<file path="src/source/eeprom_pkg.sv">
package eeprom_pkg;

    localparam int ADDR_W = 11;
    localparam int DATA_W = 8;

    typedef logic [ADDR_W-1:0] eeprom_addr_t;   // bits 10:8 pick the 256 byte block
    typedef logic [DATA_W-1:0] eeprom_data_t;

    localparam logic [3:0] CTRL_DEVICE_CODE = 4'b1010;

    // position inside one bus bit, scl is high in the upper half
    typedef logic [1:0] bit_phase_t;
    localparam bit_phase_t PH_CHANGE = 2'd0;    // sda update decided here
    localparam bit_phase_t PH_HIGH   = 2'd2;
    localparam bit_phase_t PH_SAMPLE = 2'd3;

    typedef enum logic {OP_WRITE, OP_READ} eeprom_op_e;

    typedef struct packed {
        eeprom_op_e   op;
        eeprom_addr_t addr;
        eeprom_data_t wdata;
    } eeprom_req_t;

    typedef struct packed {
        eeprom_data_t rdata;
        logic         nack;
    } eeprom_rsp_t;

    typedef enum logic [1:0] {BIT_START, BIT_STOP, BIT_WR_BYTE, BIT_RD_BYTE} bit_op_e;

    typedef struct packed {
        bit_op_e      op;
        eeprom_data_t tx_byte;
        logic         master_nack;   // ack slot level on reads, 1 releases sda
    } bit_cmd_t;

    typedef struct packed {
        eeprom_data_t rx_byte;
        logic         slave_nack;
    } bit_rsp_t;

    typedef enum logic [3:0] {
        CST_IDLE, CST_START, CST_CTRL_WR, CST_ADDR, CST_DATA_WR,
        CST_RESTART, CST_CTRL_RD, CST_DATA_RD, CST_STOP, CST_DONE
    } ctrl_state_e;

    typedef enum logic [2:0] {BST_IDLE, BST_START, BST_SHIFT, BST_ACK, BST_STOP} bit_state_e;

endpackage

</file>
<file path="src/source/eeprom_ctrl.sv">
`timescale 1ns/100ps

module eeprom_ctrl
    import eeprom_pkg::*;
(
    input  logic        CLK,
    input  logic        RESET,
    input  logic        req_valid,
    input  eeprom_req_t req,
    output logic        busy,
    output logic        done,
    output eeprom_rsp_t rsp,
    output logic        cmd_valid,
    output bit_cmd_t    cmd,
    input  logic        cmd_done,
    input  bit_rsp_t    bit_rsp
);

    ctrl_state_e state;
    ctrl_state_e next_state;
    eeprom_req_t req_q;
    logic        is_read;
    logic        enter_cmd;

    function automatic bit_cmd_t bit_cmd(bit_op_e op, eeprom_data_t tx_byte);
        bit_cmd_t c;
        c.op          = op;
        c.tx_byte     = tx_byte;
        c.master_nack = 1'b1;       // only one byte is ever read
        return c;
    endfunction

    // device code, block bits, r/w
    function automatic eeprom_data_t ctrl_byte(eeprom_addr_t addr, logic rd);
        return {CTRL_DEVICE_CODE, addr[ADDR_W-1:DATA_W], rd};
    endfunction

    assign is_read = (req_q.op == OP_READ);

    assign busy = (state != CST_IDLE) && (state != CST_DONE);
    assign done = (state == CST_DONE);

    // new command on every entry into a bus state
    assign enter_cmd = (next_state != state) &&
                       (next_state != CST_IDLE) && (next_state != CST_DONE);

    always_comb
    begin
        next_state = state;
        case (state)
            CST_IDLE:
                if (req_valid)
                    next_state = CST_START;
            CST_START:
                if (cmd_done)
                    next_state = CST_CTRL_WR;
            CST_CTRL_WR:
                if (cmd_done)
                    next_state = bit_rsp.slave_nack ? CST_STOP : CST_ADDR;
            CST_ADDR:
                if (cmd_done)
                begin
                    if (bit_rsp.slave_nack)
                        next_state = CST_STOP;
                    else if (is_read)
                        next_state = CST_RESTART;   // dummy write done
                    else
                        next_state = CST_DATA_WR;
                end
            CST_DATA_WR:
                if (cmd_done)
                    next_state = CST_STOP;
            CST_RESTART:
                if (cmd_done)
                    next_state = CST_CTRL_RD;
            CST_CTRL_RD:
                if (cmd_done)
                    next_state = bit_rsp.slave_nack ? CST_STOP : CST_DATA_RD;
            CST_DATA_RD:
                if (cmd_done)
                    next_state = CST_STOP;
            CST_STOP:
                if (cmd_done)
                    next_state = CST_DONE;
            default:
                next_state = CST_IDLE;   // done lasts one cycle, strobes here are dropped
        endcase
    end

    // command payload follows the state it was issued for
    always_comb
    begin
        case (state)
            CST_START,
            CST_RESTART: cmd = bit_cmd(BIT_START, '0);
            CST_CTRL_WR: cmd = bit_cmd(BIT_WR_BYTE, ctrl_byte(req_q.addr, 1'b0));
            CST_ADDR:    cmd = bit_cmd(BIT_WR_BYTE, req_q.addr[DATA_W-1:0]);
            CST_DATA_WR: cmd = bit_cmd(BIT_WR_BYTE, req_q.wdata);
            CST_CTRL_RD: cmd = bit_cmd(BIT_WR_BYTE, ctrl_byte(req_q.addr, 1'b1));
            CST_DATA_RD: cmd = bit_cmd(BIT_RD_BYTE, '0);
            default:     cmd = bit_cmd(BIT_STOP, '0);
        endcase
    end

    always_ff @(posedge CLK)
    begin
        if (RESET)
        begin
            state     <= CST_IDLE;
            cmd_valid <= 1'b0;
        end
        else
        begin
            state     <= next_state;
            cmd_valid <= enter_cmd;
        end
    end

    always_ff @(posedge CLK)
    begin
        if (state == CST_IDLE && req_valid)
        begin
            req_q    <= req;
            rsp.nack <= 1'b0;
        end
        else if (cmd_done)
        begin
            rsp.nack <= rsp.nack | bit_rsp.slave_nack;   // sticky over the transfer
            if (state == CST_DATA_RD)
                rsp.rdata <= bit_rsp.rx_byte;
        end
    end

endmodule

</file>
<file path="config.mk">
export PLATFORM = sky130hd
export DESIGN_NAME = eeprom_ctrl
export DESIGN_NICKNAME = d
export VERILOG_FILES = /design/src/source/eeprom_pkg.sv /design/src/source/eeprom_ctrl.sv
export SDC_FILE = /design/constraint.sdc
export NUM_CORES = 1
export LEC_CHECK = 0
export BUFFER_PORTS_ARGS = -buffer_cell sky130_fd_sc_hd__buf_2
export CELL_PAD_IN_SITES_DETAIL_PLACEMENT = 0
export CELL_PAD_IN_SITES_GLOBAL_PLACEMENT = 1
export CORE_MARGIN = 1.5
export CORE_UTILIZATION = 30
export CTS_CLUSTER_SIZE = 16
export DETAILED_ROUTE_END_ITERATION = 10
export PLACE_DENSITY_LB_ADDON = 0.1
export SLEW_MARGIN = 25
export SYNTH_ARGS = -nofsm -noshare
export SYNTH_HDL_FRONTEND = slang
export SYNTH_SLANG_ARGS = --single-unit
export TNS_END_PERCENT = 20
</file>
<file path="constraint.sdc">
create_clock -name CLK -period 4.5 [get_ports CLK]
set_clock_uncertainty 0.15 [all_clocks]
set_input_delay 0.9 -clock CLK [delete_from_list [all_inputs] [get_ports CLK]]
set_output_delay 0.9 -clock CLK [all_outputs]
set_load 0.005 [all_outputs]
</file>
* Word-level counts from Yosys, hierarchy flattened
Index checks and enable logic that the tools add are counted.
** Cells by class
- Reduce and logical (&&, ||, !) cells :: 10
- Multiplexer cells :: 14
- Equal/unequal tests :: 12
- Bitwise logic cells :: 2
** Operator list (count)
- one-hot mux 11 bit (6 select lines) :: 1
- 2-to-1 mux 4 bit :: 11
- one-hot mux 4 bit (8 select lines) :: 1
- == test 4 x 3 -> 1 bit, second input constant :: 4
- == test 4 x 2 -> 1 bit, second input constant :: 2
- == test 4 bit, second input constant :: 2
- != test 4 bit, second input constant :: 2
- nonzero test 4 bit :: 2
- == test 4 x 1 -> 1 bit, second input constant :: 1
- logical AND 1 bit :: 4
- logical NOT 4 bit :: 1
- != test 4 bit :: 1
- OR reduction 2 bit :: 2
- AND reduction 3 bit :: 1
- 2-to-1 mux 1 bit :: 1
- inverter 1 bit :: 1
- bitwise OR 1 bit :: 1
** Storage, ports and cells
- Register bits after elaboration :: 34

* Logic depth before layout (Yosys ltp)
- Depth after elaboration :: 7
- Gate-level depth with buffers :: 7

* Worst setup path after synthesis
Ideal clock, no wire load.
- Kind :: register -> output
- Start point :: register state[3]
- End point :: output cmd[6] (netlist bit)
- Stages on the path, launching flop included :: 6
- Arrival time :: 1.240 ns
- Setup slack :: 2.210 ns
- Cell sequence :: dfxtp_1 -> buf_4 -> inv_2 -> and3_1 -> clkbuf_1 -> a221o_1
** RTL lines
- from (decl) :: RTL line eeprom_ctrl.sv:19 : ctrl_state_e state;
- from (signal assigned) :: RTL line eeprom_ctrl.sv:114 : state <= next_state;
- to (decl) :: RTL line eeprom_ctrl.sv:14 : output bit_cmd_t cmd,

==> impl_metrics.tcl <==
set metrics [dict create \
    cts_resized 0 \
    hold_violations 0 \
    cap_violations 0 \
    p_seq_share_pct 51.4 \
    synth.most_common_cell "edfxtp_1" \
    critPathCaptureType "primary output" \
    status "finished clean" \
    critPathArrivalTime_ps 1990 \
    wire_per_inst_um 13.4 \
    synth-seq-area-share_pct 65.0 \
    grt_util_met2_pct 19.9 \
    fin_ws_ps 1460 \
    cts_made_buffers 5 \
    dpl.hpwl_mm 2.21 \
    synth_commonest_cells "edfxtp_1, nand2_1, nor2_1" \
    first_pass_iters 4 \
    crit_buf_inv 1 \
    pwr-share-clk_pct 39.1 \
    rsz0062_at_grt "no" \
    cp_num_cells 4 \
    dieHeight_um 73.2 \
    cp_max_fo 19 \
    vias 1086 \
    final_core_util_pct 39.8 \
    htreeDepth 2 \
    synth.avg_cell_area_um2 12.6 \
    fp.dieArea_um2 5360 \
    crit_start "state[0]" \
    clk_latency_ps 280 \
    clk_pin_slew_ps 70 \
    post_cts_buffers 0 \
    drv_slew 0 \
    start_util_pct 31.3 \
    tritoncts "done" \
    crit_type "flip-flop to primary output" \
    cts_buffer_depth 2 \
    cp.required_ps 3450 \
    grt_usage_pct 12.6 \
    worstPathCellList "nor2_1 > and3_1 > a221o_1 > buf_2" \
    synthTopCellsByArea "edfxtp_1, dfxtp_1, nand2_1, a21oi_1, nor2_1" \
    routed_via_density 4.60 \
    grt_pass1_wl_mm 4.94 \
    ios 56 \
    crit_path_top_delay_cell "dfxtp_1" \
    synth-edff-count 28 \
    reg2reg_depth 5 \
    peakVddDrop_v 0.000246 \
    rr_endpoint "cmd_valid" \
    total_power_mw 0.742 \
    fill_cells 468 \
    leakage_nw 0.765 \
    start_kind "flip-flop" \
    setup_viol 0 \
    power.net_switching_mw 0.162 \
    grt_use_met3_pct 5.11 \
    dp_slack_ps 1800 \
    synth.ff_latch_count 34 \
    synth_top_area_cell "edfxtp_1" \
    gr-total-overflow 0 \
    num_antenna_cells 0 \
    slowest_delay_ps 770 \
    postCtsHoldBufs 0 \
    r2r_slack_ps 2330 \
    ys.flop_type "edfxtp_1" \
    synth_cells 117 \
    crit_end "cmd[6]" \
    swShare_pct 21.8 \
    drc 0 \
    area_growth_pct 27.1 \
    tns_ps 0 \
    slew_headroom_pct 41.2 \
    placed_area_um2 1760 \
    fp-row-count 25 \
    syn_nets 150 \
    dieWidth_um 73.2 \
    nNetsFinal 201 \
    drt-initial-drc-count 72 \
    routed_wl_mm 3.17 \
    core-area_um2 4720 \
    power_density_nw_per_um2 395 \
    synth_top_area_share_pct 56.9 \
    design_area_um2 1880 \
    r2r_start "state[0]" \
    min_path_type "flip-flop to flip-flop" \
    port_buffers 54 \
    crit_family "flip-flops" \
    p_int_mw 0.581 \
    grt_pass1_vias 1060 \
    root_buffer "clkbuf_8" \
    power_frac_comb_pct 9.5 \
    yosys_warnings 0 \
    antenna_found_initial 0 \
    tightest_slew_ps 882 \
    drive_above_1_share_pct 39.1 \
    grt-busiest-layer "met2" \
    ys_async_sr_fraction_pct 0 \
    fin_crit_ps 3040 \
    period_share_pct 67.6 \
    grtUsageMet1_pct 15.1 \
    clock_sink_count 34 \
    fmaxAchievable_mhz 329 \
    synth.distinct_cells 37 \
    grt_max_degree 22 \
    syn-cell-area_um2 1480 \
    gp_congestion 0.731 \
    drtAntennaViolNets 0 \
]
routing by layer:
layer | up-vias | wire length [um]
li1 | 532 | -
met1 | 506 | 1290
met2 | 41 | 1600
met3 | 7 | 226
met4 | 0 | 44
met5 | - | 0
kinds of logic (layout without fill, tap and decap cells):
logic type      after synthesis  count (layout)  share of synthesized area (%)
simple gates                 38              38                           14.7
other cells                   1               1                          0.254
xor+xnor                      2               2                           1.18
compound gates               28              28                           13.1
buf+inv                      14              66                           5.75
flops                        34              34                           65.0
how the worst min path moves through the flow:
stage	start	end	slack (ps)	cells after the start
5_1_grt	rsp[0]	rsp[0]	330	2
4_1_cts	rsp[0]	rsp[0]	320	2
6_report	rsp[0]	rsp[0]	310	2
3_3_place_gp	rsp[0]	rsp[0]	300	2
3_5_place_dp	rsp[0]	rsp[0]	300	2
2_1_floorplan	rsp[0]	rsp[0]	310	2
cell type report:
type | count | area, um2 | share of cell area, %
flip-flops and latches | 34 | 961 | 51.1
multi-input cells | 69 | 433 | 23.0
repair buffers | 54 | 270 | 14.4
inverters | 4 | 15.0 | 0.799
well taps | 67 | 83.8 | 4.46
clock inverters | 1 | 30.0 | 1.60
clock buffers | 7 | 86.3 | 4.59
flip-flops by register name, indices dropped and copies added, names as in the netlist:
register,cells
is_read,1
rsp,9
req_q,19
state,4
cmd_valid,1
per-stage QoR:
step	hold WS (ps)	instances
after floorplan	310	117
after global placement	298	228
after detailed placement	301	228
after CTS	317	236
after global routing	334	236
final	308	236
worst min-delay path: stages (launching register included):
cell and delay (ps):
dfxtp_1 320, a21oi_1 40, nor2_1 60
power by group through the flow:
| stage | combinational, mW | clock, mW | sequential, mW |
|---|---|---|---|
| final | 0.0704 | 0.291 | 0.381 |
| after global placement | 0.0707 | 0 | 0.388 |
| after CTS | 0.0719 | 0.299 | 0.381 |
| after floorplan | 0.0520 | 0 | 0.378 |
| after detailed placement | 0.0716 | 0 | 0.388 |
| after global routing | 0.0789 | 0.314 | 0.384 |
cells in the final DEF, fill, tap and decap left out, types with 3 or more instances in the layout:
cell type	count
o21ai_1	3
dfxtp_1	6
nor2_1	9
a21oi_1	7
buf_2	54
nand3_1	3
a22oi_1	3
clkbuf_8	6
a31oi_1	3
edfxtp_1	28
nand2_1	11
Note: power is estimated with default switching activity, not from simulation.
