<file path="src/source/eeprom_pkg.sv">
package eeprom_pkg;

    localparam int ADDR_W = 11;
    localparam int DATA_W = 8;

    typedef logic [ADDR_W-1:0] eeprom_addr_t;   // bits 10:8 pick the 256 byte block
    typedef logic [DATA_W-1:0] eeprom_data_t;

    localparam logic [3:0] CTRL_DEVICE_CODE = 4'b1010;

    // position inside one bus bit, scl is high in the upper half
    typedef logic [1:0] bit_phase_t;
    localparam bit_phase_t PH_CHANGE = 2'd0;    // sda update decided here
    localparam bit_phase_t PH_HIGH   = 2'd2;
    localparam bit_phase_t PH_SAMPLE = 2'd3;

    typedef enum logic {OP_WRITE, OP_READ} eeprom_op_e;

    typedef struct packed {
        eeprom_op_e   op;
        eeprom_addr_t addr;
        eeprom_data_t wdata;
    } eeprom_req_t;

    typedef struct packed {
        eeprom_data_t rdata;
        logic         nack;
    } eeprom_rsp_t;

    typedef enum logic [1:0] {BIT_START, BIT_STOP, BIT_WR_BYTE, BIT_RD_BYTE} bit_op_e;

    typedef struct packed {
        bit_op_e      op;
        eeprom_data_t tx_byte;
        logic         master_nack;   // ack slot level on reads, 1 releases sda
    } bit_cmd_t;

    typedef struct packed {
        eeprom_data_t rx_byte;
        logic         slave_nack;
    } bit_rsp_t;

    typedef enum logic [3:0] {
        CST_IDLE, CST_START, CST_CTRL_WR, CST_ADDR, CST_DATA_WR,
        CST_RESTART, CST_CTRL_RD, CST_DATA_RD, CST_STOP, CST_DONE
    } ctrl_state_e;

    typedef enum logic [2:0] {BST_IDLE, BST_START, BST_SHIFT, BST_ACK, BST_STOP} bit_state_e;

endpackage

</file>
<file path="src/source/i2c_bit_engine.sv">
`timescale 1ns/100ps

module i2c_bit_engine
    import eeprom_pkg::*;
(
    input  logic     CLK,
    input  logic     RESET,
    input  logic     cmd_valid,
    input  bit_cmd_t cmd,
    output logic     cmd_done,
    output bit_rsp_t bit_rsp,
    output logic     scl,
    output logic     sda_drive_low,
    input  logic     sda_in
);

    bit_state_e   state;
    bit_phase_t   phase;
    logic [2:0]   bit_cnt;
    eeprom_data_t shreg;
    logic         rd_byte;      // current byte is shifted in
    logic         mst_nack;

    // scl parks high between commands
    assign scl = (state == BST_IDLE) | phase[1];

    assign cmd_done = (phase == PH_SAMPLE) &&
                      (state == BST_START || state == BST_STOP || state == BST_ACK);

    assign bit_rsp.rx_byte    = shreg;
    assign bit_rsp.slave_nack = (state == BST_ACK) && !rd_byte && sda_in;

    // free running inside a command, restarts at every new one
    always_ff @(posedge CLK)
    begin
        if (RESET || state == BST_IDLE)
            phase <= PH_CHANGE;
        else
            phase <= phase + 2'd1;
    end

    always_ff @(posedge CLK)
    begin
        if (RESET)
        begin
            state         <= BST_IDLE;
            bit_cnt       <= '0;
            sda_drive_low <= 1'b0;
            rd_byte       <= 1'b0;
        end
        else
        begin
            case (state)
                BST_IDLE:
                begin
                    bit_cnt <= '0;
                    if (cmd_valid)
                    begin
                        rd_byte <= (cmd.op == BIT_RD_BYTE);
                        case (cmd.op)
                            BIT_START: state <= BST_START;
                            BIT_STOP:  state <= BST_STOP;
                            default:   state <= BST_SHIFT;
                        endcase
                    end
                end

                // also serves as repeated start, sda released first
                BST_START:
                begin
                    if (phase == PH_CHANGE)
                        sda_drive_low <= 1'b0;
                    else if (phase == PH_HIGH)
                        sda_drive_low <= 1'b1;      // falls while scl high
                    else if (phase == PH_SAMPLE)
                        state <= BST_IDLE;
                end

                BST_SHIFT:
                begin
                    if (phase == PH_CHANGE)
                        sda_drive_low <= !rd_byte && !shreg[7];   // msb first
                    else if (phase == PH_SAMPLE)
                    begin
                        bit_cnt <= bit_cnt + 3'd1;
                        if (bit_cnt == 3'd7)
                            state <= BST_ACK;
                    end
                end

                // ninth slot, slave answers on writes, master answers on reads
                BST_ACK:
                begin
                    if (phase == PH_CHANGE)
                        sda_drive_low <= rd_byte && !mst_nack;
                    else if (phase == PH_SAMPLE)
                        state <= BST_IDLE;
                end

                BST_STOP:
                begin
                    if (phase == PH_CHANGE)
                        sda_drive_low <= 1'b1;
                    else if (phase == PH_HIGH)
                        sda_drive_low <= 1'b0;      // rises while scl high
                    else if (phase == PH_SAMPLE)
                        state <= BST_IDLE;
                end

                default: state <= BST_IDLE;
            endcase
        end
    end

    // one register does both directions
    always_ff @(posedge CLK)
    begin
        if (state == BST_IDLE && cmd_valid)
        begin
            shreg    <= cmd.tx_byte;
            mst_nack <= cmd.master_nack;
        end
        else if (state == BST_SHIFT && phase == PH_SAMPLE)
            shreg <= {shreg[DATA_W-2:0], sda_in};
    end

endmodule

</file>
<file path="config.mk">
export PLATFORM = sky130hd
export DESIGN_NAME = i2c_bit_engine
export DESIGN_NICKNAME = d
export VERILOG_FILES = /design/src/source/eeprom_pkg.sv /design/src/source/i2c_bit_engine.sv
export SDC_FILE = /design/constraint.sdc
export NUM_CORES = 1
export LEC_CHECK = 0
export ABC_AREA = 1
export BUFFER_PORTS_ARGS = -buffer_cell sky130_fd_sc_hd__buf_2
export CELL_PAD_IN_SITES_DETAIL_PLACEMENT = 1
export CELL_PAD_IN_SITES_GLOBAL_PLACEMENT = 2
export CORE_AREA = 2 2 63 65
export DETAILED_ROUTE_END_ITERATION = 10
export DIE_AREA = 0 0 65 67
export MAX_ROUTING_LAYER = met4
export PLACE_DENSITY = 0.77
export SETUP_SLACK_MARGIN = 0.15
export SKIP_LAST_GASP = 1
export SLEW_MARGIN = 0
export SYNTH_ARGS = -nofsm -noshare
export SYNTH_HDL_FRONTEND = slang
export SYNTH_SLANG_ARGS = --single-unit
export TNS_END_PERCENT = 30
</file>
<file path="constraint.sdc">
create_clock -name CLK -period 3.92 [get_ports CLK]
set_input_delay 0.196 -clock CLK [delete_from_list [all_inputs] [get_ports CLK]]
set_output_delay 0.196 -clock CLK [all_outputs]
set_load 0.01 [all_outputs]
</file>
# Yosys cells after proc, flatten, opt, wreduce, memory -nomap -nowiden
# Cells that the tools add are included.
[totals] regBits=19 latchBits=0 ramBits=0 mem_bits_ro=0 in_bits=15 word_cells=76 mem_count=0
[classes] addsub=2 n_mul=0 n_div=0 magnitude_cmp=0 n_eq_ne=20 shift=0 n_mux=22 n_bitwise=1 reduce_logical=24
[ops] op="$mux W3" count=10
[ops] op="$mux W8" count=2
[ops] op="$ne A2 B2 Y1 const B" count=8
[ops] op="$pmux W3 S2" count=2
[ops] op="$pmux W3 S4" count=1
[ops] op="$logic_and A1 B1 Y1" count=7
[ops] op="$reduce_and A7 Y1" count=1
[ops] op="$eq A2 B2 Y1 const B" count=3
[ops] op="$eq A3 B2 Y1 const B" count=2
[ops] op="$eq A3 B3 Y1 const B" count=2
[ops] op="$mux W1" count=6
[ops] op="$ne A3 B1 Y1 const B" count=2
[ops] op="$reduce_and A5 Y1" count=1
[ops] op="$logic_not A2 Y1" count=2
[ops] op="$pmux W1 S4" count=1
[ops] op="$reduce_bool A2 Y1" count=2
[ops] op="$reduce_bool A4 Y1" count=1
[ops] op="$add A3 B1 Y3 const B" count=1
[ops] op="$eq A3 B1 Y1 const B" count=1
[ops] op="$logic_not A1 Y1" count=3
[ops] op="$logic_not A3 Y1" count=1
[ops] op="$logic_or A1 B1 Y1" count=3
[ops] op="$reduce_and A3 Y1" count=1
[ops] op="$add A2 B1 Y2 const B" count=1
[ops] op="5 further kinds" count=5

# Logic depth before layout (Yosys ltp)
# Gate-level depths: netlist (run 1).
[depth] ltp_word=5 ltp_mapped=10 ltp_nobuf=10

# Worst setup path before layout (run 1)
# No wires, ideal clock.
[synth_timing] path_type="reg2reg" start="register state[0]" end="register shreg[0], enable pin" setup_ns=0.329 arrival_time_ns=1.097 required_ns=3.591 slack_ns=2.494 stages_incl_launch_ff=8 cell_sequence="dfxtp_1 > inv_2 > nand2_4 > nor2_2 > inv_2 > nor2_2 > inv_2 > nand2_1"
[synth_via] elab_chain_len=3 word_cells_on_any_way=5 cone_classes="1 x eq/ne; 4 x reduce/logical"
[synth_rtl] item="start, declared" line_no="i2c_bit_engine.sv:17" source="bit_state_e state;"
[synth_rtl] item="start signal, assigned" line_no="i2c_bit_engine.sv:46" source="state <= BST_IDLE;"
[synth_rtl] item="start signal, assigned" line_no="i2c_bit_engine.sv:61" source="BIT_START: state <= BST_START;"
[synth_rtl] item="start signal, assigned" line_no="i2c_bit_engine.sv:62" source="BIT_STOP: state <= BST_STOP;"
[synth_rtl] item="$eq A3 B2 Y1 / $logic_not A3 Y1 (equally long branches)" line_no="i2c_bit_engine.sv:123, i2c_bit_engine.sv:118"
[synth_rtl] item="$logic_and A1 B1 Y1 (on tied branches)" line_no="i2c_bit_engine.sv:123, i2c_bit_engine.sv:118"
[synth_rtl] item="$reduce_bool A2 Y1 (no source line) *"
[synth_rtl] item="end signal, assigned" line_no="i2c_bit_engine.sv:120" source="shreg <= cmd.tx_byte;"
[synth_rtl] item="end signal, assigned" line_no="i2c_bit_engine.sv:124" source="shreg <= {shreg[DATA_W-2:0], sda_in};"
[synth_rtl] item="end, declared" line_no="i2c_bit_engine.sv:20" source="eeprom_data_t shreg;"
# Mark *: on every way between the ends. The rest lies on a longest branch, timed or not.
# A chain may end at the register's enable or synchronous reset.

# Worst setup path after layout (run 1)
[layout_timing] start="register state[0]" end="register shreg[2], enable pin"
# The elaborated chain is that of the path after synthesis.

==> insert_results.sql, run 1 <==
INSERT INTO impl_metrics (metric_group, metric, value, unit) VALUES
('status', 'outcome', 'complete, no violations', ''),
('die', 'dieArea', '0.00436', 'mm^2'),
('sta', 'final.setup.tns', '0', 'ns'),
('die', 'fp.coreArea', '0.00361', 'mm^2'),
('routing', 'vias', '957', ''),
('sta', 'slew_violations', '0', ''),
('routing', 'first_iter_violations', '13', ''),
('sta', 'relSlewSlack', '69.9', '%'),
('sta', 'worst_pin_slew', '0.450', 'ns'),
('grt', 'grt_first_pass_wirelength', '4750', 'um'),
('grt', 'grt_pass1_vias', '1032', ''),
('sta', 'rsz0062_at_grt', 'false', ''),
('sta', 'period_share', '49.3', '%'),
('routing', 'number_of_nets_still_failing_antenna_checks_after_routing', '0', ''),
('grt', 'grt.overflow.total', '0', ''),
('grt', 'gr-usage-all-layers', '14.9', '%'),
('routing', 'routed_via_density', '4.43', ''),
('yosys', 'netlist_area', '0.00105', 'mm^2'),
('clock_tree', 'clock_sinks', '19', ''),
('worst_hold_path', 'timing.hold.worst.class', 'in2reg', ''),
('final_layout', 'insertedDiodeCount', '0', ''),
('routing', 'drc', '0', ''),
('clock_tree', 'clk_path_buf_depth', '2', ''),
('final_layout', 'utilization', '35.5', '%'),
('critical_path', 'timing.critical_path.required', '3.85', 'ns'),
('die', 'number_of_cell_rows', '22', ''),
('critical_path', 'end_kind', 'register', ''),
('grt', 'antenna_found_initial', '0', ''),
('sta', 'timing.final.crit_period', '1.93', 'ns'),
('yosys', 'synthesis.instances', '139', ''),
('sta', 'final-hold-violation-count', '0', ''),
('yosys', 'syn-num-nets', '159', ''),
('critical_path', 'timing.critical_path.fanout_max', '12', ''),
('clock_tree', 'postCtsSetupBuffers', '0', ''),
('routing', 'wl_per_cell', '12.4', 'um'),
('clock_tree', 'htree_levels', '1', ''),
('die', 'die_h', '67', 'um'),
('final_layout', 'finish.instance_area', '0.00128', 'mm^2'),
('die', 'overall_die_width', '65', 'um'),
('routing', 'drt_pre_antenna_iters', '4', ''),
('clock_tree', 'cts-buffers-inserted', '3', ''),
('power_and_ir_drop', 'power_density', '696', 'mW/mm^2'),
('sta', 'finalClockSkew', '0.00381', 'ns'),
('die', 'io_pins', '27', ''),
('final_layout', 'final_cells', '216', ''),
('critical_path', 'arrival', '1.86', 'ns'),
('die', 'floorplan.initialDensity', '29.2', '%'),
('job', 'drv.max_cap_violation_count', '0', ''),
('place', 'place_hpwl', '2270', 'um'),
('final_layout', 'layout-drive-gt1-share', '27.4', '%'),
('yosys', 'yosysSeqAreaShare', '44.7', '%'),
('yosys', 'synth_area_per_cell', '7.57', 'um^2'),
('power_and_ir_drop', 'worst_ir_drop_vdd', '0.238', 'mV'),
('final_layout', 'final_nets', '189', ''),
('critical_path', 'rr_worst_depth', '7', ''),
('clock_tree', 'path_clk_slew', '0.07', 'ns'),
('place', 'number_of_placed_cells_counting_well_taps', '212', ''),
('critical_path', 'worst-setup-path-type', 'reg2reg', ''),
('place', 'post_dp_cell_area', '0.00123', 'mm^2'),
('clock_tree', 'post_cts.resized_instances', '0', ''),
('yosys', 'postSynthRegisterBits', '19', ''),
('clock_tree', 'cts_root_buffer', 'sky130_fd_sc_hd__clkbuf_8', ''),
('yosys', 'yosysWarnings', '0', ''),
('clock_tree', 'clkLatencyLatePin', '0.25', 'ns'),
('sta', 'max_clock_freq', '0.517', 'GHz'),
('grt', 'pin_count_of_the_biggest_net_entering_global_routing', '13', ''),
('place', 'i_o_buffers', '26', ''),
('clock_tree', 'cts_tree', 'done', ''),
('final_layout', 'area.growth.synth_to_final', '21.6', '%'),
('critical_path', 'reg2reg_setup_slack', '1.99', 'ns'),
('critical_path', 'timing.critical_path.from_type', 'register', ''),
('yosys', 'synth.lib_cells_used.distinct', '21', ''),
('worst_hold_path', 'hold_path_depth', '1', ''),
('sta', 'setup_viol', '0', ''),
('place', 'place.gp.congestion', '0.730', ''),
('power_and_ir_drop', 'cellLeakagePower', '0.629', 'nW'),
('clock_tree', 'cts.hold.buffers_added', '0', ''),
('routing', 'wl', '2690', 'um');
==> worst paths after layout <==
kind / startpoint / end
max: state[0]$_SDFFE_PP0P_ / shreg[2]$_DFFE_PP_
min: cmd[0] / mst_nack$_DFFE_PP_
max reg2reg: state[0]$_SDFFE_PP0P_ / shreg[2]$_DFFE_PP_
min reg2reg: phase[0]$_SDFF_PP0_ / phase[0]$_SDFF_PP0_
==> cell type report <==
class                   instances  area, um^2
well taps                      48        60.1
inverters                      17        63.8
repair buffers                 26         130
clock buffers                   4        45.0
multi-input cells             102         510
fillers                       463        2330
flip-flops and latches         19         470
==> where the power goes <==
| part | switching, mW | internal [mW] |
|---|---|---|
| logic | 0.280 | 0.150 |
| clock network | 0.0639 | 0.0722 |
| registers | 0.0397 | 0.284 |
==> state kept, by name (all words and copies together) (netlist names) <==
| signal | cells |
|---|---|
| shreg | 8 |
| bit_cnt | 3 |
| state | 3 |
| phase | 2 |
| mst_nack | 1 |
| rd_byte | 1 |
| sda_drive_low | 1 |
==> synthesized netlist by cell type <==
library cell / instances / area (um^2)
sky130_fd_sc_hd__dfxtp_1: 10 / 200
sky130_fd_sc_hd__nand3_4: 1 / 17.5
sky130_fd_sc_hd__nor3_1: 4 / 20.0
sky130_fd_sc_hd__edfxtp_1: 9 / 270
sky130_fd_sc_hd__inv_1: 11 / 41.3
sky130_fd_sc_hd__nand4_1: 1 / 6.26
sky130_fd_sc_hd__nor2_4: 1 / 11.3
sky130_fd_sc_hd__buf_4: 1 / 7.51
sky130_fd_sc_hd__nand2_1: 49 / 184
sky130_fd_sc_hd__and2_1: 1 / 6.26
sky130_fd_sc_hd__nor3b_1: 1 / 7.51
sky130_fd_sc_hd__nor2_2: 3 / 18.8
sky130_fd_sc_hd__nor2_1: 15 / 56.3
sky130_fd_sc_hd__a21oi_1: 4 / 20.0
sky130_fd_sc_hd__nand3_1: 7 / 35.0
sky130_fd_sc_hd__inv_2: 6 / 22.5
sky130_fd_sc_hd__o21ai_0: 3 / 15.0
sky130_fd_sc_hd__o31ai_1: 1 / 7.51
sky130_fd_sc_hd__ha_1: 5 / 62.6
sky130_fd_sc_hd__nand2_4: 1 / 11.3
sky130_fd_sc_hd__nand2_2: 5 / 31.3
==> routing by layer <==
| metal | track usage, % | vias to the layer above | wire, um |
|---|---|---|---|
| met2 | 25.9 | 25 | 1310 |
| met5 | - | - | 0 |
| li1 | - | 495 | - |
| met3 | 2.70 | 4 | 113 |
| met1 | 17.3 | 433 | 1210 |
| met4 | 5.59 | 0 | 47 |
==> critical path, stage by stage (launching register included) <==
cell and delay, ns:
sky130_fd_sc_hd__dfxtp_1 0.36, sky130_fd_sc_hd__inv_2 0.10, sky130_fd_sc_hd__nand2_4 0.06, sky130_fd_sc_hd__nor2_2 0.16
sky130_fd_sc_hd__inv_2 0.08, sky130_fd_sc_hd__nor2_2 0.36, sky130_fd_sc_hd__inv_2 0.17, sky130_fd_sc_hd__nand2_1 0.31
==> stage by stage <==
step / power [mW] / setup WS [ns] / hold slack [ns]
2_1_floorplan: 0.640 / 2.49 / 0.265
3_3_place_gp: 0.758 / 2.03 / 0.375
3_5_place_dp: 0.766 / 1.97 / 0.378
4_1_cts: 0.905 / 1.94 / 0.113
5_1_grt: 0.981 / 1.77 / 0.120
6_report: 0.891 / 1.99 / 0.117
==> cell families (layout without fill, tap and decap cells) <==
group                    Yosys count  in the layout  share of synthesized area, %
AO/OA/AOI/OAI                      8              8                          4.04
AND/OR/NAND/NOR                   89             89                          38.5
adder cells (fa/ha/maj)            5              5                          5.95
flip-flops                        19             19                          44.7
buffers and inverters             18             47                          6.78
==> layout by cell type, fill, tap and decap left out, types with 4 or more instances in the layout <==
master,count
sky130_fd_sc_hd__a21oi_1,4
sky130_fd_sc_hd__dfxtp_1,10
sky130_fd_sc_hd__buf_2,26
sky130_fd_sc_hd__nand3_1,7
sky130_fd_sc_hd__edfxtp_1,9
sky130_fd_sc_hd__nor3_1,4
sky130_fd_sc_hd__nor2_1,15
sky130_fd_sc_hd__ha_1,5
sky130_fd_sc_hd__nand2_2,5
sky130_fd_sc_hd__inv_2,6
sky130_fd_sc_hd__inv_1,11
sky130_fd_sc_hd__nand2_1,49
Note: power is estimated with default switching activity, not from simulation.
==> run 2: changes to the inputs <==
--- a/config.mk
+++ b/config.mk
@@ -9,11 +9,11 @@
 export BUFFER_PORTS_ARGS = -buffer_cell sky130_fd_sc_hd__buf_2
 export CELL_PAD_IN_SITES_DETAIL_PLACEMENT = 1
 export CELL_PAD_IN_SITES_GLOBAL_PLACEMENT = 2
-export CORE_AREA = 2 2 63 65
+export CORE_AREA = 2 2 67 69
 export DETAILED_ROUTE_END_ITERATION = 10
-export DIE_AREA = 0 0 65 67
+export DIE_AREA = 0 0 69 71
 export MAX_ROUTING_LAYER = met4
-export PLACE_DENSITY = 0.77
+export PLACE_DENSITY = 0.72
 export SETUP_SLACK_MARGIN = 0.15
 export SKIP_LAST_GASP = 1
 export SLEW_MARGIN = 0
==> constraint.sdc (replaced) <==
create_clock -name CLK -period 1.6 [get_ports CLK]
set_input_delay 0.08 -clock CLK [delete_from_list [all_inputs] [get_ports CLK]]
set_output_delay 0.08 -clock CLK [all_outputs]
set_load 0.01 [all_outputs]
==> insert_results.sql, run 2 (same netlist as run 1, synthesis figures left out) <==
INSERT INTO impl_metrics (metric_group, metric, value, unit) VALUES
('status', 'outcome', 'complete, no violations', ''),
('critical_path', 'end_kind', 'register', ''),
('sta', 'slew_violations', '0', ''),
('die', 'floorplan.initialDensity', '25.0', '%'),
('routing', 'routed_via_density', '4.49', ''),
('job', 'drv.max_cap_violation_count', '0', ''),
('sta', 'worst_pin_slew', '0.255', 'ns'),
('final_layout', 'layout-drive-gt1-share', '41.7', '%'),
('critical_path', 'rr_worst_depth', '7', ''),
('sta', 'setup_viol', '0', ''),
('final_layout', 'final_cells', '232', ''),
('final_layout', 'max_flop_register', 'shreg', ''),
('clock_tree', 'clock_sinks', '19', ''),
('die', 'io_pins', '27', ''),
('worst_hold_path', 'worstHoldEndpoint', 'bit_cnt[1]$_SDFFE_PP0P_', ''),
('critical_path', 'reg2reg_setup_slack', '0.18', 'ns'),
('die', 'fp.coreArea', '0.00420', 'mm^2'),
('sta', 'rsz0062_at_grt', 'true', ''),
('routing', 'first_iter_violations', '16', ''),
('routing', 'drc', '0', ''),
('grt', 'gr-usage-all-layers', '13.5', '%'),
('critical_path', 'arrival', '1.42', 'ns'),
('routing', 'wl_per_cell', '14.0', 'um'),
('place', 'i_o_buffers', '26', ''),
('place', 'place_hpwl', '2410', 'um'),
('sta', 'period_share', '88.7', '%'),
('worst_hold_path', 'hold_path_start', 'RESET', ''),
('final_layout', 'flip_flop_count_of_the_largest_register_after_layout', '8', ''),
('die', 'overall_die_width', '69', 'um'),
('grt', 'grt.overflow.total', '0', ''),
('clock_tree', 'cts_root_buffer', 'sky130_fd_sc_hd__clkbuf_8', ''),
('critical_path', 'timing.critical_path.from_type', 'register', ''),
('sta', 'finalClockSkew', '0.00823', 'ns'),
('place', 'place.gp.congestion', '0.876', ''),
('clock_tree', 'path_clk_slew', '0.08', 'ns'),
('clock_tree', 'clk_path_buf_depth', '2', ''),
('die', 'number_of_cell_rows', '24', ''),
('critical_path', 'crit-reg2reg-capture', 'shreg[0]$_DFFE_PP_', ''),
('clock_tree', 'htree_levels', '1', ''),
('critical_path', 'timing.critical_path.fanout_max', '11', ''),
('sta', 'relSlewSlack', '82.8', '%'),
('sta', 'final.setup.tns', '0', 'ns'),
('place', 'number_of_placed_cells_counting_well_taps', '220', ''),
('sta', 'max_clock_freq', '0.704', 'GHz'),
('final_layout', 'insertedDiodeCount', '0', ''),
('routing', 'vias', '1041', ''),
('routing', 'drt_pre_antenna_iters', '4', ''),
('grt', 'antenna_found_initial', '0', ''),
('grt', 'pin_count_of_the_biggest_net_entering_global_routing', '12', ''),
('clock_tree', 'clkLatencyLatePin', '0.26', 'ns'),
('final_layout', 'area.growth.synth_to_final', '38.6', '%'),
('final_layout', 'top_regs', 'shreg x8, bit_cnt x3, state x3', ''),
('clock_tree', 'cts_tree', 'done', ''),
('worst_hold_path', 'hold_path_depth', '2', ''),
('sta', 'finalHoldWorstSlack', '0.0473', 'ns'),
('clock_tree', 'cts-buffers-inserted', '3', ''),
('die', 'die_h', '71', 'um'),
('routing', 'number_of_nets_still_failing_antenna_checks_after_routing', '0', ''),
('critical_path', 'timing.critical_path.required', '1.60', 'ns'),
('worst_hold_path', 'timing.hold.worst.class', 'in2reg', ''),
('critical_path', 'worst-setup-path-type', 'reg2reg', ''),
('grt', 'grt_first_pass_wirelength', '5160', 'um'),
('power_and_ir_drop', 'worst_ir_drop_vdd', '0.504', 'mV'),
('power_and_ir_drop', 'power_density', '1750', 'mW/mm^2'),
('routing', 'wl', '3240', 'um'),
('sta', 'final-hold-violation-count', '0', ''),
('final_layout', 'final_nets', '201', ''),
('grt', 'grt_pass1_vias', '1109', ''),
('die', 'dieArea', '0.00490', 'mm^2'),
('critical_path', 'r2r_start', 'state[1]$_SDFFE_PP0P_', ''),
('final_layout', 'layout_commonest_cell', 'sky130_fd_sc_hd__nand2_1', ''),
('final_layout', 'layout.cells.most_common_list', 'sky130_fd_sc_hd__nand2_1, sky130_fd_sc_hd__buf_2, sky130_fd_sc_hd__nor2_1', ''),
('sta', 'timing.final.crit_period', '1.42', 'ns'),
('power_and_ir_drop', 'cellLeakagePower', '0.700', 'nW'),
('final_layout', 'fillerInstances', '538', '');
run 2: worst max-delay path: stages (launching register included):
cell and delay [ns]:
sky130_fd_sc_hd__dfxtp_4 0.37, sky130_fd_sc_hd__inv_6 0.08, sky130_fd_sc_hd__nand2_4 0.07, sky130_fd_sc_hd__nor2_4 0.17, sky130_fd_sc_hd__inv_4 0.07, sky130_fd_sc_hd__nor2_4 0.12
sky130_fd_sc_hd__buf_4 0.19, sky130_fd_sc_hd__o21ai_0 0.10
run 2: report_power, final:
group | internal, mW | switching, mW
logic | 0.549 | 0.819
clock network | 0.173 | 0.177
registers | 0.714 | 0.119
run 2: area by class of cell:
class	count	area (um^2)	share of cell area, %
Tap cell	52	65.1	4.46
Sequential cell	19	485	33.3
Inverter	17	73.8	5.06
Multi-Input combinational cell	102	562	38.5
Timing Repair Buffer	38	226	15.5
Clock buffer	3	41.3	2.83
Clock inverter	1	5.00	0.343
run 2: worst max path at each step:
| stage | end | slack, ns | cells past startpoint | from |
|---|---|---|---|---|
| finish | shreg[0]$_DFFE_PP_ | 0.18 | 7 | state[1]$_SDFFE_PP0P_ |
| global route | state[2]$_SDFFE_PP0P_ | 0.07 | 9 | state[2]$_SDFFE_PP0P_ |
| CTS | state[2]$_SDFFE_PP0P_ | 0.14 | 8 | phase[0]$_SDFF_PP0_ |
| detailed placement | shreg[1]$_DFFE_PP_ | 0.01 | 7 | state[0]$_SDFFE_PP0P_ |
| global placement | shreg[1]$_DFFE_PP_ | 0.11 | 7 | state[0]$_SDFFE_PP0P_ |
| floorplan | shreg[0]$_DFFE_PP_ | 0.17 | 7 | state[0]$_SDFFE_PP0P_ |
run 2: per-stage QoR:
stage,power [mW],area [um^2],setup WS (ns),utilization [%]
3_5_place_dp,1.96,1270,0.0119,30.2
6_report,2.55,1460,0.180,34.7
2_1_floorplan,1.57,1050,0.174,-
5_1_grt,2.75,1460,0.0747,34.7
3_3_place_gp,1.91,1270,0.111,30.2
4_1_cts,2.36,1350,0.140,32.2
run 2: layer usage:
layer | vias up | share of wire, % | GRT usage, % | wire, um
li1 | 518 | - | - | -
met1 | 485 | 42 | 15.2 | 1370
met2 | 31 | 53 | 24.7 | 1710
met3 | 7 | 3.2 | 2.28 | 102
met4 | 0 | 1.8 | 3.92 | 57
met5 | - | 0 | - | 0
run 2: repair_timing:
action / 4_1_cts / 5_1_grt
gates resized for setup: 9 / 20
setup buffers: 0 / 7
hold endpoints to repair: 1 / 0
endpoints found under the setup margin: 21 / 25
hold buffers: 1 / 0
pin swaps: 1 / 6
==> run 3: changes to the inputs <==
--- a/config.mk
+++ b/config.mk
@@ -9,11 +9,11 @@
 export BUFFER_PORTS_ARGS = -buffer_cell sky130_fd_sc_hd__buf_2
 export CELL_PAD_IN_SITES_DETAIL_PLACEMENT = 1
 export CELL_PAD_IN_SITES_GLOBAL_PLACEMENT = 2
-export CORE_AREA = 2 2 67 69
+export CORE_AREA = 2 2 60 77
 export DETAILED_ROUTE_END_ITERATION = 10
-export DIE_AREA = 0 0 69 71
+export DIE_AREA = 0 0 62 79
 export MAX_ROUTING_LAYER = met4
-export PLACE_DENSITY = 0.72
+export PLACE_DENSITY = 0.71
 export SETUP_SLACK_MARGIN = 0.15
 export SKIP_LAST_GASP = 1
 export SLEW_MARGIN = 0
==> insert_results.sql, run 3 (same netlist as run 1, synthesis figures left out) <==
INSERT INTO impl_metrics (metric_group, metric, value, unit) VALUES
('status', 'outcome', 'complete, no violations', ''),
('place', 'post_dp_cell_area', '0.00128', 'mm^2'),
('routing', 'first_iter_violations', '20', ''),
('die', 'overall_die_width', '62', 'um'),
('grt', 'grt_first_pass_wirelength', '4930', 'um'),
('die', 'die_h', '79', 'um'),
('die', 'number_of_cell_rows', '27', ''),
('critical_path', 'crit_path_cell_trace', 'inv_4 -> nand2_4 -> nor2_4 -> inv_2 -> nor2_4 -> inv_2 -> buf_4 -> nand2_1 -> nand2_1', ''),
('critical_path', 'timing.critical_path.slowest_cell_delay', '0.35', 'ns'),
('sta', 'max_clock_freq', '0.735', 'GHz'),
('clock_tree', 'path_clk_slew', '0.08', 'ns'),
('final_layout', 'layout_commonest_cell', 'sky130_fd_sc_hd__nand2_1', ''),
('critical_path', 'timing.critical_path.from_type', 'register', ''),
('final_layout', 'final_cells', '232', ''),
('final_layout', 'fillerInstances', '540', ''),
('final_layout', 'final_nets', '195', ''),
('sta', 'finalClockSkew', '0.00479', 'ns'),
('clock_tree', 'cts_tree', 'done', ''),
('sta', 'timing.final.crit_period', '1.36', 'ns'),
('place', 'place_hpwl', '2480', 'um'),
('sta', 'relSlewSlack', '79.9', '%'),
('critical_path', 'timing.critical_path.fanout_max', '8', ''),
('grt', 'gr-usage-all-layers', '14.1', '%'),
('place', 'number_of_placed_cells_counting_well_taps', '226', ''),
('place', 'i_o_buffers', '26', ''),
('routing', 'wl', '3050', 'um'),
('routing', 'wl_per_cell', '13.1', 'um'),
('sta', 'final-hold-violation-count', '0', ''),
('worst_hold_path', 'timing.hold.worst.class', 'in2reg', ''),
('sta', 'final.setup.tns', '0', 'ns'),
('final_layout', 'finish.instance_area', '0.00139', 'mm^2'),
('die', 'io_pins', '27', ''),
('die', 'fp.coreArea', '0.00422', 'mm^2'),
('sta', 'setup_viol', '0', ''),
('sta', 'finalWorstSetupSlack', '0.239', 'ns'),
('sta', 'slew_violations', '0', ''),
('place', 'place.gp.congestion', '0.818', ''),
('final_layout', 'multi_input_area', '546', 'um^2'),
('final_layout', 'layout-drive-gt1-share', '36.8', '%'),
('final_layout', 'max_flop_register', 'shreg', ''),
('grt', 'grt_pass1_vias', '1055', ''),
('final_layout', 'layout.cells.most_common_list', 'sky130_fd_sc_hd__nand2_1, sky130_fd_sc_hd__buf_2, sky130_fd_sc_hd__nor2_1', ''),
('die', 'floorplan.initialDensity', '24.9', '%'),
('final_layout', 'sequential_cell_area', '478', 'um^2'),
('sta', 'rsz0062_at_grt', 'true', ''),
('grt', 'grt.overflow.total', '0', ''),
('critical_path', 'end_kind', 'register', ''),
('grt', 'pin_count_of_the_biggest_net_entering_global_routing', '12', ''),
('final_layout', 'top_regs', 'shreg x8, bit_cnt x3, state x3', ''),
('sta', 'period_share', '85.1', '%'),
('clock_tree', 'clk_path_buf_depth', '2', ''),
('routing', 'vias', '991', ''),
('job', 'drv.max_cap_violation_count', '0', ''),
('critical_path', 'cp_slowest_cell', 'sky130_fd_sc_hd__dfxtp_2', ''),
('clock_tree', 'clkLatencyLatePin', '0.26', 'ns'),
('critical_path', 'timing.critical_path.required', '1.62', 'ns'),
('critical_path', 'worst-setup-path-type', 'reg2reg', ''),
('sta', 'worst_pin_slew', '0.299', 'ns'),
('grt', 'antenna_found_initial', '0', ''),
('power_and_ir_drop', 'power_density', '1700', 'mW/mm^2'),
('power_and_ir_drop', 'worst_ir_drop_vdd', '0.537', 'mV'),
('final_layout', 'flip_flop_count_of_the_largest_register_after_layout', '8', ''),
('final_layout', 'insertedDiodeCount', '0', ''),
('routing', 'drc', '0', ''),
('final_layout', 'area.growth.synth_to_final', '31.9', '%'),
('place', 'post-place-ws', '0.0153', 'ns'),
('power_and_ir_drop', 'cellLeakagePower', '0.664', 'nW'),
('routing', 'drt_pre_antenna_iters', '4', ''),
('routing', 'routed_via_density', '4.27', ''),
('clock_tree', 'cts-buffers-inserted', '3', ''),
('clock_tree', 'htree_levels', '1', ''),
('critical_path', 'arrival', '1.38', 'ns'),
('die', 'dieArea', '0.00490', 'mm^2'),
('clock_tree', 'cts_root_buffer', 'sky130_fd_sc_hd__clkbuf_8', ''),
('clock_tree', 'clock_sinks', '19', ''),
('routing', 'number_of_nets_still_failing_antenna_checks_after_routing', '0', '');
run 3: cell count changes in the layout (fill, tap and decap cells not counted), moves of 3 or more:
cell / change
sky130_fd_sc_hd__dfxtp_2: +3
sky130_fd_sc_hd__nand2_2: -3
sky130_fd_sc_hd__buf_4: -5
sky130_fd_sc_hd__dfxtp_4: -3
sky130_fd_sc_hd__nand2_1: +3
run 3: worst paths after layout:
path	startpoint	endpoint	slack, ns	depth (start not counted)
min	RESET	bit_cnt[2]$_SDFFE_PP0P_	0.06	2
min reg2reg	phase[0]$_SDFF_PP0_	phase[0]$_SDFF_PP0_	0.43	1
max reg2reg	state[1]$_SDFFE_PP0P_	shreg[4]$_DFFE_PP_	0.24	9
max	state[1]$_SDFFE_PP0P_	shreg[4]$_DFFE_PP_	0.24	9
run 3: power by group:
group / switching (mW) / leakage, nW / internal (mW)
clock network: 0.174 / 0.0228 / 0.177
logic: 0.749 / 0.472 / 0.443
registers: 0.111 / 0.170 / 0.706
run 3: cell type report:
class | count | area share (%)
Clock buffer | 4 | 3.25
Sequential cell | 19 | 34.4
Timing Repair Buffer | 32 | 12.8
Multi-Input combinational cell | 102 | 39.3
Inverter | 17 | 4.96
Tap cell | 58 | 5.23
run 3: metal layers:
layer / GRT usage [%] / part of all wire [%] / vias to the layer above
met2: 23.0 / 53 / 27
met3: 1.95 / 3.2 / 5
met1: 17.2 / 42 / 451
li1: - / - / 508
met5: - / 0 / -
met4: 5.11 / 1.5 / 0
run 3: metrics by stage:
step	total power [mW]	utilization [%]	hold WS (ns)
2_1_floorplan	1.57	-	0.149
3_3_place_gp	1.91	30.3	0.260
3_5_place_dp	1.95	30.3	0.262
4_1_cts	2.31	31.6	0.0556
5_1_grt	2.59	32.9	0.0534
6_report	2.36	32.9	0.0603
run 3: worst max-delay path, delay by kind of cell (launching register included):
kind	cells	cell delay, ns
buf+inv	4	0.38
flops	1	0.35
simple gates	5	0.40
run 3: what timing repair did:
action                                  in CTS  in global routing
gates resized for setup                      1                 17
endpoints found under the hold margin        1                  0
pin swaps                                    0                  2
endpoints found under the setup margin      17                 24
hold buffers                                 1                  0
setup buffers                                0                  1
